`src/acq_pkg.sv`:
```
`default_nettype none

////////////////////////////////////////////////////////////////////////////
// Acquisition side: board and channel geometry, sample words
////////////////////////////////////////////////////////////////////////////

package acq_pkg;

	localparam int NUM_BOARDS   = 4;  // One reorder buffer per board
	localparam int BOARD_W      = 2;  // Width of a board index
	localparam int NUM_CHANNELS = 8;  // Channel words in one frame
	localparam int CHAN_W       = 3;  // Width of a channel index
	localparam int SAMPLE_W     = 32; // Width of one sample word

	// A tagged sample as it arrives from the front end
	typedef struct packed
	{
		logic [BOARD_W-1:0]  board;   // Which board the sample belongs to
		logic [CHAN_W-1:0]   channel; // Channel within that board
		logic [SAMPLE_W-1:0] data;    // The sample value itself
	} sample_t;

	// What a reorder buffer needs once the board has been decoded
	typedef struct packed
	{
		logic [CHAN_W-1:0]   channel; // Slot to store into
		logic [SAMPLE_W-1:0] data;
	} chan_word_t;

endpackage

`default_nettype wire

```
`src/mem_pkg.sv`:
```
`default_nettype none

////////////////////////////////////////////////////////////////////////////
// Memory side: DRAM address layout and the Wishbone classic port
////////////////////////////////////////////////////////////////////////////

package mem_pkg;

	localparam int OFFSET_W = 8;                 // Frame offset per board, wraps at 256
	localparam int DAT_W    = acq_pkg::SAMPLE_W; // One sample per bus word

	// DRAM word address, board in the top bits so each board owns a region
	typedef struct packed
	{
		logic [acq_pkg::BOARD_W-1:0] board;
		logic [acq_pkg::CHAN_W-1:0]  channel;
		logic [OFFSET_W-1:0]         offset;  // Counts the frames written for this board
	} dram_addr_t;

	// Master to slave half of the bus
	typedef struct packed
	{
		logic             cyc; // Held across a whole frame
		logic             stb; // One word request
		logic             we;  // Always a write here
		dram_addr_t       adr;
		logic [DAT_W-1:0] dat;
	} wb_req_t;

	// Slave to master half, classic cycles need only the acknowledge
	typedef struct packed
	{
		logic ack;
	} wb_rsp_t;

endpackage

`default_nettype wire

```
`src/sample_distributor.sv`:
```
`timescale 1ns/1ps
`default_nettype none

// Steers each accepted sample to the buffer of its board
module sample_distributor
(
	input  wire logic                             clk,
	input  wire logic                             rst_n,
	input  wire acq_pkg::sample_t                 sample_in,
	input  wire logic                             sample_valid,
	output logic                                  sample_ready,
	input  wire logic [acq_pkg::NUM_BOARDS-1:0]   buf_full,
	output logic [acq_pkg::NUM_BOARDS-1:0]        buf_wr,
	output acq_pkg::chan_word_t                   wr_word
);

	logic accept; // Sample handshake completes on this edge

	////////////////////////////////////////////////////////////////////////////
	// Flow control
	////////////////////////////////////////////////////////////////////////////

	// A board whose buffer holds a finished frame must not take new samples.
	// The write strobe still in flight is blocked as well, since the full flag
	// of a buffer only shows the effect of a write one edge after the strobe
	assign sample_ready = !buf_full[sample_in.board] && !buf_wr[sample_in.board];

	assign accept = sample_valid && sample_ready;

	////////////////////////////////////////////////////////////////////////////
	// Registered write toward the buffers
	////////////////////////////////////////////////////////////////////////////

	always_ff @(posedge clk)
	begin
		if (!rst_n)
			buf_wr <= '0;                      // No buffer is written out of reset
		else
		begin
			buf_wr <= '0;                      // Strobes last one cycle
			if (accept)
				buf_wr[sample_in.board] <= 1'b1; // One-hot by board
		end
	end

	// Channel and data are shared by all buffers, only the strobe selects one
	always_ff @(posedge clk)
	begin
		if (accept)
		begin
			wr_word.channel <= sample_in.channel;
			wr_word.data    <= sample_in.data;
		end
	end

endmodule

`default_nettype wire

```
`src/reorder_buffer.sv`:
```
`timescale 1ns/1ps
`default_nettype none

// Gathers one frame of channel words in arrival order and hands them out by channel
module reorder_buffer
(
	input  wire logic                          clk,
	input  wire logic                          rst_n,
	input  wire logic                          wr,
	input  wire acq_pkg::chan_word_t           wr_word,
	input  wire logic                          pop,
	output logic                               full,
	output logic                               ready,
	output logic [acq_pkg::SAMPLE_W-1:0]       head
);

	logic [acq_pkg::SAMPLE_W-1:0]     slot [acq_pkg::NUM_CHANNELS]; // One word per channel
	logic [acq_pkg::NUM_CHANNELS-1:0] fill_mask;  // Channels already stored
	logic [acq_pkg::NUM_CHANNELS-1:0] wr_onehot;  // Channel being stored this cycle
	logic [acq_pkg::NUM_CHANNELS-1:0] mask_next;  // Mask including the current write
	logic [acq_pkg::CHAN_W-1:0]       rd_ptr;     // Next channel to hand out
	logic                             frame_done; // All channels present, not drained yet

	////////////////////////////////////////////////////////////////////////////
	// Fill side
	////////////////////////////////////////////////////////////////////////////

	always_comb
	begin
		wr_onehot = '0;
		wr_onehot[wr_word.channel] = wr; // Marks the slot taken by this write
		mask_next = fill_mask | wr_onehot;
	end

	// Storage has no reset, the mask says which slots are meaningful
	always_ff @(posedge clk)
	begin
		if (wr)
			slot[wr_word.channel] <= wr_word.data;
	end

	////////////////////////////////////////////////////////////////////////////
	// Frame state and drain pointer
	////////////////////////////////////////////////////////////////////////////

	always_ff @(posedge clk)
	begin
		if (!rst_n)
		begin
			fill_mask  <= '0;
			rd_ptr     <= '0;
			frame_done <= 1'b0;
		end
		else if (pop && frame_done)
		begin
			rd_ptr <= rd_ptr + 1'b1;   // Wraps back to channel 0 after the last one
			if (&rd_ptr)               // Eighth pop ends the frame
			begin
				fill_mask  <= '0;
				frame_done <= 1'b0;
			end
		end
		else if (wr)
		begin
			fill_mask  <= mask_next;
			frame_done <= &mask_next;  // Completes on the edge of the last write
		end
	end

	// Both flags mark the same condition: a complete frame still in the buffer
	assign full  = frame_done;
	assign ready = frame_done;
	assign head  = slot[rd_ptr];   // Word for the current channel, in ascending order

endmodule

`default_nettype wire

```
`src/rr_arbiter.sv`:
```
`timescale 1ns/1ps
`default_nettype none

// Rotating priority among the buffers that hold a complete frame
module rr_arbiter
(
	input  wire logic                             clk,
	input  wire logic                             rst_n,
	input  wire logic [acq_pkg::NUM_BOARDS-1:0]   req_mask,
	input  wire logic                             advance,
	output logic                                  grant_valid,
	output logic [acq_pkg::BOARD_W-1:0]           grant
);

	logic [acq_pkg::BOARD_W-1:0] last_grant; // Board served most recently

	// Search starts just after the last winner and wraps around.
	// The board count is a power of two, so the index add wraps by itself
	always_comb
	begin
		logic [acq_pkg::BOARD_W-1:0] cand;
		grant_valid = 1'b0;
		grant       = '0;
		cand        = '0;
		for (int i = 1; i <= acq_pkg::NUM_BOARDS; i++)
		begin
			cand = last_grant + i[acq_pkg::BOARD_W-1:0];
			if (!grant_valid && req_mask[cand]) // First hit in rotation order wins
			begin
				grant_valid = 1'b1;
				grant       = cand;
			end
		end
	end

	// Pointer starts at the top board so that board 0 gets first pick
	always_ff @(posedge clk)
	begin
		if (!rst_n)
			last_grant <= '1;
		else if (advance && grant_valid)
			last_grant <= grant; // Only moves when the controller takes the grant
	end

endmodule

`default_nettype wire

```
`src/dram_write_ctrl.sv`:
```
`timescale 1ns/1ps
`default_nettype none

// Drains complete frames from the buffers onto a Wishbone classic master
module dram_write_ctrl
(
	input  wire logic                                                 clk,
	input  wire logic                                                 rst_n,
	input  wire logic [acq_pkg::NUM_BOARDS-1:0]                       buf_ready,
	input  wire logic [acq_pkg::NUM_BOARDS-1:0][acq_pkg::SAMPLE_W-1:0] buf_head,
	output logic [acq_pkg::NUM_BOARDS-1:0]                            buf_pop,
	output mem_pkg::wb_req_t                                          wb_req,
	input  wire mem_pkg::wb_rsp_t                                     wb_rsp
);

	typedef enum logic [1:0]
	{
		ARBITRATE, // Waiting for a buffer with a complete frame
		WRITE,     // stb high, waiting for ack
		GAP,       // stb low for one cycle while the buffer head moves on
		SETTLE     // Frame done, let the buffer drop ready before the next pick
	} state_t;

	state_t                       state;
	logic [acq_pkg::BOARD_W-1:0]  sel_board;  // Board being drained
	logic [acq_pkg::CHAN_W-1:0]   chan;       // Channel of the word on the bus
	logic [mem_pkg::OFFSET_W-1:0] offset [acq_pkg::NUM_BOARDS]; // Next frame slot per board

	logic                         grant_valid;
	logic [acq_pkg::BOARD_W-1:0]  grant;
	logic                         advance;    // Arbiter pointer update

	////////////////////////////////////////////////////////////////////////////
	// Board selection
	////////////////////////////////////////////////////////////////////////////

	rr_arbiter u_arb
	(
		.clk         (clk),
		.rst_n       (rst_n),
		.req_mask    (buf_ready),
		.advance     (advance),
		.grant_valid (grant_valid),
		.grant       (grant)
	);

	assign advance = (state == ARBITRATE) && grant_valid; // Taken the same cycle it is offered

	////////////////////////////////////////////////////////////////////////////
	// Frame drain FSM
	////////////////////////////////////////////////////////////////////////////

	always_ff @(posedge clk)
	begin
		if (!rst_n)
		begin
			state     <= ARBITRATE;
			sel_board <= '0;
			chan      <= '0;
			for (int b = 0; b < acq_pkg::NUM_BOARDS; b++)
				offset[b] <= '0;             // Every board starts at frame slot 0
		end
		else
		begin
			case (state)
				ARBITRATE:
				begin
					if (grant_valid)
					begin
						sel_board <= grant;    // Latch the winner for the whole frame
						chan      <= '0;       // Frames always leave in channel order
						state     <= WRITE;
					end
				end
				WRITE:
				begin
					if (wb_rsp.ack)
					begin
						if (&chan)             // Last channel acknowledged
						begin
							offset[sel_board] <= offset[sel_board] + 1'b1; // Wraps at 256
							state             <= SETTLE;
						end
						else
						begin
							chan  <= chan + 1'b1;
							state <= GAP;
						end
					end
				end
				GAP:
					state <= WRITE;              // Head already shows the next channel
				SETTLE:
					state <= ARBITRATE;          // Buffer ready is low again by now
				default:
					state <= ARBITRATE;
			endcase
		end
	end

	////////////////////////////////////////////////////////////////////////////
	// Bus and pop outputs, decoded from the state
	////////////////////////////////////////////////////////////////////////////

	always_comb
	begin
		wb_req.cyc         = (state == WRITE) || (state == GAP); // Spans the frame
		wb_req.stb         = (state == WRITE);
		wb_req.we          = 1'b1;                               // Write-only master
		wb_req.adr.board   = sel_board;
		wb_req.adr.channel = chan;
		wb_req.adr.offset  = offset[sel_board];
		wb_req.dat         = buf_head[sel_board]; // Held until ack, the head only moves on pop

		// Each acknowledged word releases the slot it came from
		buf_pop = '0;
		if ((state == WRITE) && wb_rsp.ack)
			buf_pop[sel_board] = 1'b1;
	end

endmodule

`default_nettype wire

```
`src/acq_top.sv`:
```
`timescale 1ns/1ps
`default_nettype none

// Sample storage path: distributor, per-board reorder buffers, DRAM writer
module acq_top
(
	input  wire logic               clk,
	input  wire logic               rst_n,
	input  wire acq_pkg::sample_t   sample_in,
	input  wire logic               sample_valid,
	output logic                    sample_ready,
	output mem_pkg::wb_req_t        wb_req,
	input  wire mem_pkg::wb_rsp_t   wb_rsp
);

	logic [acq_pkg::NUM_BOARDS-1:0]                        buf_wr;    // Write strobe per buffer
	logic [acq_pkg::NUM_BOARDS-1:0]                        buf_full;  // Buffer holds a frame
	logic [acq_pkg::NUM_BOARDS-1:0]                        buf_ready; // Frame ready to drain
	logic [acq_pkg::NUM_BOARDS-1:0]                        buf_pop;   // One-hot drain step
	logic [acq_pkg::NUM_BOARDS-1:0][acq_pkg::SAMPLE_W-1:0] buf_head;
	acq_pkg::chan_word_t                                   wr_word;   // Shared by all buffers

	sample_distributor u_dist
	(
		.clk          (clk),
		.rst_n        (rst_n),
		.sample_in    (sample_in),
		.sample_valid (sample_valid),
		.sample_ready (sample_ready),
		.buf_full     (buf_full),
		.buf_wr       (buf_wr),
		.wr_word      (wr_word)
	);

	// One buffer per board
	for (genvar g = 0; g < acq_pkg::NUM_BOARDS; g++)
	begin : g_buf
		reorder_buffer u_buf
		(
			.clk     (clk),
			.rst_n   (rst_n),
			.wr      (buf_wr[g]),
			.wr_word (wr_word),
			.pop     (buf_pop[g]),
			.full    (buf_full[g]),
			.ready   (buf_ready[g]),
			.head    (buf_head[g])
		);
	end

	dram_write_ctrl u_ctrl
	(
		.clk       (clk),
		.rst_n     (rst_n),
		.buf_ready (buf_ready),
		.buf_head  (buf_head),
		.buf_pop   (buf_pop),
		.wb_req    (wb_req),
		.wb_rsp    (wb_rsp)
	);

endmodule

`default_nettype wire

```
`config.mk`:
```
export PLATFORM = sky130hd
export DESIGN_NAME = acq_top
export DESIGN_NICKNAME = d
export VERILOG_FILES = /design/src/acq_pkg.sv /design/src/mem_pkg.sv /design/src/sample_distributor.sv /design/src/reorder_buffer.sv /design/src/rr_arbiter.sv /design/src/dram_write_ctrl.sv /design/src/acq_top.sv
export SDC_FILE = /design/constraint.sdc
export NUM_CORES = 1
export LEC_CHECK = 0
export BUFFER_PORTS_ARGS = -buffer_cell sky130_fd_sc_hd__buf_2
export CAP_MARGIN = 20
export CORE_MARGIN = 1.5
export CORE_UTILIZATION = 51
export CTS_CLUSTER_SIZE = 24
export DETAILED_ROUTE_END_ITERATION = 8
export PLACE_DENSITY = 0.68
export SLEW_MARGIN = 20
export SYNTH_ARGS = -nofsm -noshare
export SYNTH_HDL_FRONTEND = slang
export SYNTH_SLANG_ARGS = --single-unit
```
`constraint.sdc`:
```
create_clock -name clk -period 6.75 [get_ports clk]
set_clock_uncertainty 0.15 [all_clocks]
set_input_delay 0.3375 -clock clk [delete_from_list [all_inputs] [get_ports clk]]
set_output_delay 0.3375 -clock clk [all_outputs]
set_load 0.02 [all_outputs]
```
==> metrics.txt <==
run status finished, final reports clean; number of synthesized register bits about 1.2k; core area 0.08716 mm^2; post-synthesis simple-gate area fraction 0.02733; fin crit share 0.6391; Cell Pwr Density 283.7 mW/mm^2; placed insts 3260; Crit Path Max Fanout 36; Hold WC Path Type in2reg; met1 Usage GRT 0.3191; Root Buffer clkbuf_16; Final Core Density 0.5859; die area 0.09021 mm^2; mapped cell area 0.04509 mm^2; xor and xnor area share after synthesis 0.002608; slew margin rel. 0.2996; GRT Overall Usage 0.2305; Initial Util 0.5174; Ports 90; Setup CP Type reg2out; H-tree levels 3; drt pass-1 iters 5; PortBufs about 90; vias about 22k; largest family of logic cells by synthesized area multiplexers; Die Width 300.3 um; Max-cap violations 0; Clock Sink Count 1166; total chip power approximately 14 mW; area fraction of the dominant cell type after synthesis 0.7265; CTS buffer count 116; YS warnings 0; global route total overflow 0; Leakage 15.87 nW; die height about 300 um; initial antenna violation count 0; wire length per cell just under 30 um; Max Root-Sink Buffers 3; Worst-path clk slew 60 ps; syn_area_per_cell 21.61 um^2; Fin. Hold Viols 0; post-synthesis adder-cell area fraction 0.004162; DR iter-0 viols 2467; Post-Place Setup Slack 3168 ps; Max IR drop VDD approximately 0.22 mV; DRC Markers 0; CTS tree yes; first-pass GRT wire length 149.7 mm; ant diodes 0; Post-Route WL 102.3 mm; Reg2Reg Setup Slack 3390 ps; compound-gate portion of the synthesized area 0.02442; vias in the first global route 22.49k; Post-Syn Instances 2087; Final Critical Period around 4300 ps; Final TNS setup 0 ps; post-route cell area 0.05106 mm^2; largest net degree at the start of global routing 70; met2 Use GR 0.3830; share of synthesized area spent on multiplexers 0.1664; Nets 2324; post-DP HPWL about 57 mm; Antenna Violating Nets Remaining 0; grt peak-use layer met2; Synth cell types 65; element type at the critical path start flip-flop; Final Non-Filler Cells ~3.5k; number of flops mapped to enable cells by yosys 1091; Synth Net Count 2143; CP endpoint kind output pin; Critical Path RT roughly 6300 ps; Clock Latency Late Sink 690 ps; met3 Resource Use GR 0.03346; crit path DAT 3830 ps; sequential cell area fraction in the yosys report 0.7598; Synth area leader edfxtp_1; DR vias/cell around 6.2; RSZ-0062 raised after global routing false; Final Setup Violations 0; Final GP Congestion 0.7722; worst hold slack 36.44 ps; Post-synth top flop edfxtp_1; async set or reset register ratio after synthesis 0; Area contributors post-synth edfxtp_1, mux4_2, dfxtp_1, mux2i_1, mux2_2; Post-DP Area 0.04684 mm^2; PnR worst setup slack 2436 ps; final max-slew violation count 0; # rows 108; fmax 0.2318 GHz; Worst Tran Pin Value 1051 ps; layout cell share with drive strength beyond 1 0.2852; P&R area growth vs syn 13.24%
-- routing by layer --
metal / part of all wire / vias to the layer above
li1: - / 9100
met1: 0.41 / 11601
met2: 0.50 / 827
met3: 0.064 / 138
met4: 0.025 / 0
met5: 0 / -
-- path summary, 6_finish.rpt --
path | start | endpoint | depth (start not counted)
setup reg to reg | u_dist.wr_word[34] | g_buf[3].u_buf.slot[4][2] | 3
hold reg to reg | g_buf[1].u_buf.fill_mask[5] | g_buf[1].u_buf.fill_mask[5] | 2
setup / recovery | flip-flop | wb_req[5] | 6
hold / removal | wb_rsp | u_ctrl.state[1] | 5
-- cells by family after synthesis --
kind of cell | after synthesis
AO/OA/AOI/OAI | 152
XOR/XNOR | 10
adder cells (fa/ha/maj) | 15
buffers and inverters | 130
flip-flops | 1166
multiplexers | 402
other | 1
AND/OR/NAND/NOR | 211
-- flip-flops by register name, summed over array words and instances, names as in the netlist, 3 cells and up, named ones only --
name                   flops
g_buf.u_buf.fill_mask     32
g_buf.u_buf.full           4
g_buf.u_buf.rd_ptr        12
g_buf.u_buf.slot        1024
u_ctrl.chan                3
u_ctrl.offset             32
u_dist.buf_wr              4
u_dist.wr_word            35
-- power breakdown --
part | leakage (nW) | internal, mW | switching [mW]
registers | 10.5 | 7.96 | 0.107
clock network | 1.82 | 3.56 | 2.68
logic | 3.57 | 0.0708 | 0.107
-- synthesized netlist by cell type, types with 4 or more instances --
cell,n
clkbuf_2,5
xor2_2,4
buf_4,10
o22ai_1,32
nand4_1,6
nor3_1,8
nor2b_1,44
dfxtp_1,75
a221oi_1,32
buf_6,14
nand3_1,12
mux4_2,238
o21ai_0,21
ha_1,15
nand2_1,22
edfxtp_1,1091
clkbuf_1,42
buf_2,36
xnor2_1,4
mux2i_1,74
a22oi_1,27
inv_1,10
a32oi_1,5
a21oi_1,13
nor2_1,37
a21boi_0,4
mux2_2,64
buf_1,13
nand2b_1,8
and2_1,39
and3_1,6
mux4_1,26
-- final cells by class --
type	instances	area [um^2]
inverter	10	37.54
multi-input combinational	791	10250
fill	6195	36090
timing repair buffer	183	1316
tap	1155	1445
clock inverter	71	703.2
clock buffer	146	3015
sequential	1166	34300
-- repair_timing --
item,CTS,global route
hold buffers,40,0
endpoints found under the setup margin,0,0
resized for setup,0,0
hold endpoints to repair,39,0
setup buffers,0,0
-- cell usage in the layout (no fill, tap or decap), types with 40 or more instances in the layout --
cell type / instances
dlygate4sd3_1: 40
mux4_2: 238
edfxtp_1: 1091
mux2i_1: 74
clkbuf_16: 116
buf_4: 50
nor2b_1: 43
dfxtp_1: 63
buf_2: 88
mux2_2: 64
-- critical path: stages (launching register included) --
cell	delay (ps)
dfxtp_4	850
buf_4	650
mux4_1	360
mux2_2	150
o22ai_1	80
a221oi_1	670
buf_2	300
Note: power is estimated with default switching activity, not from simulation.
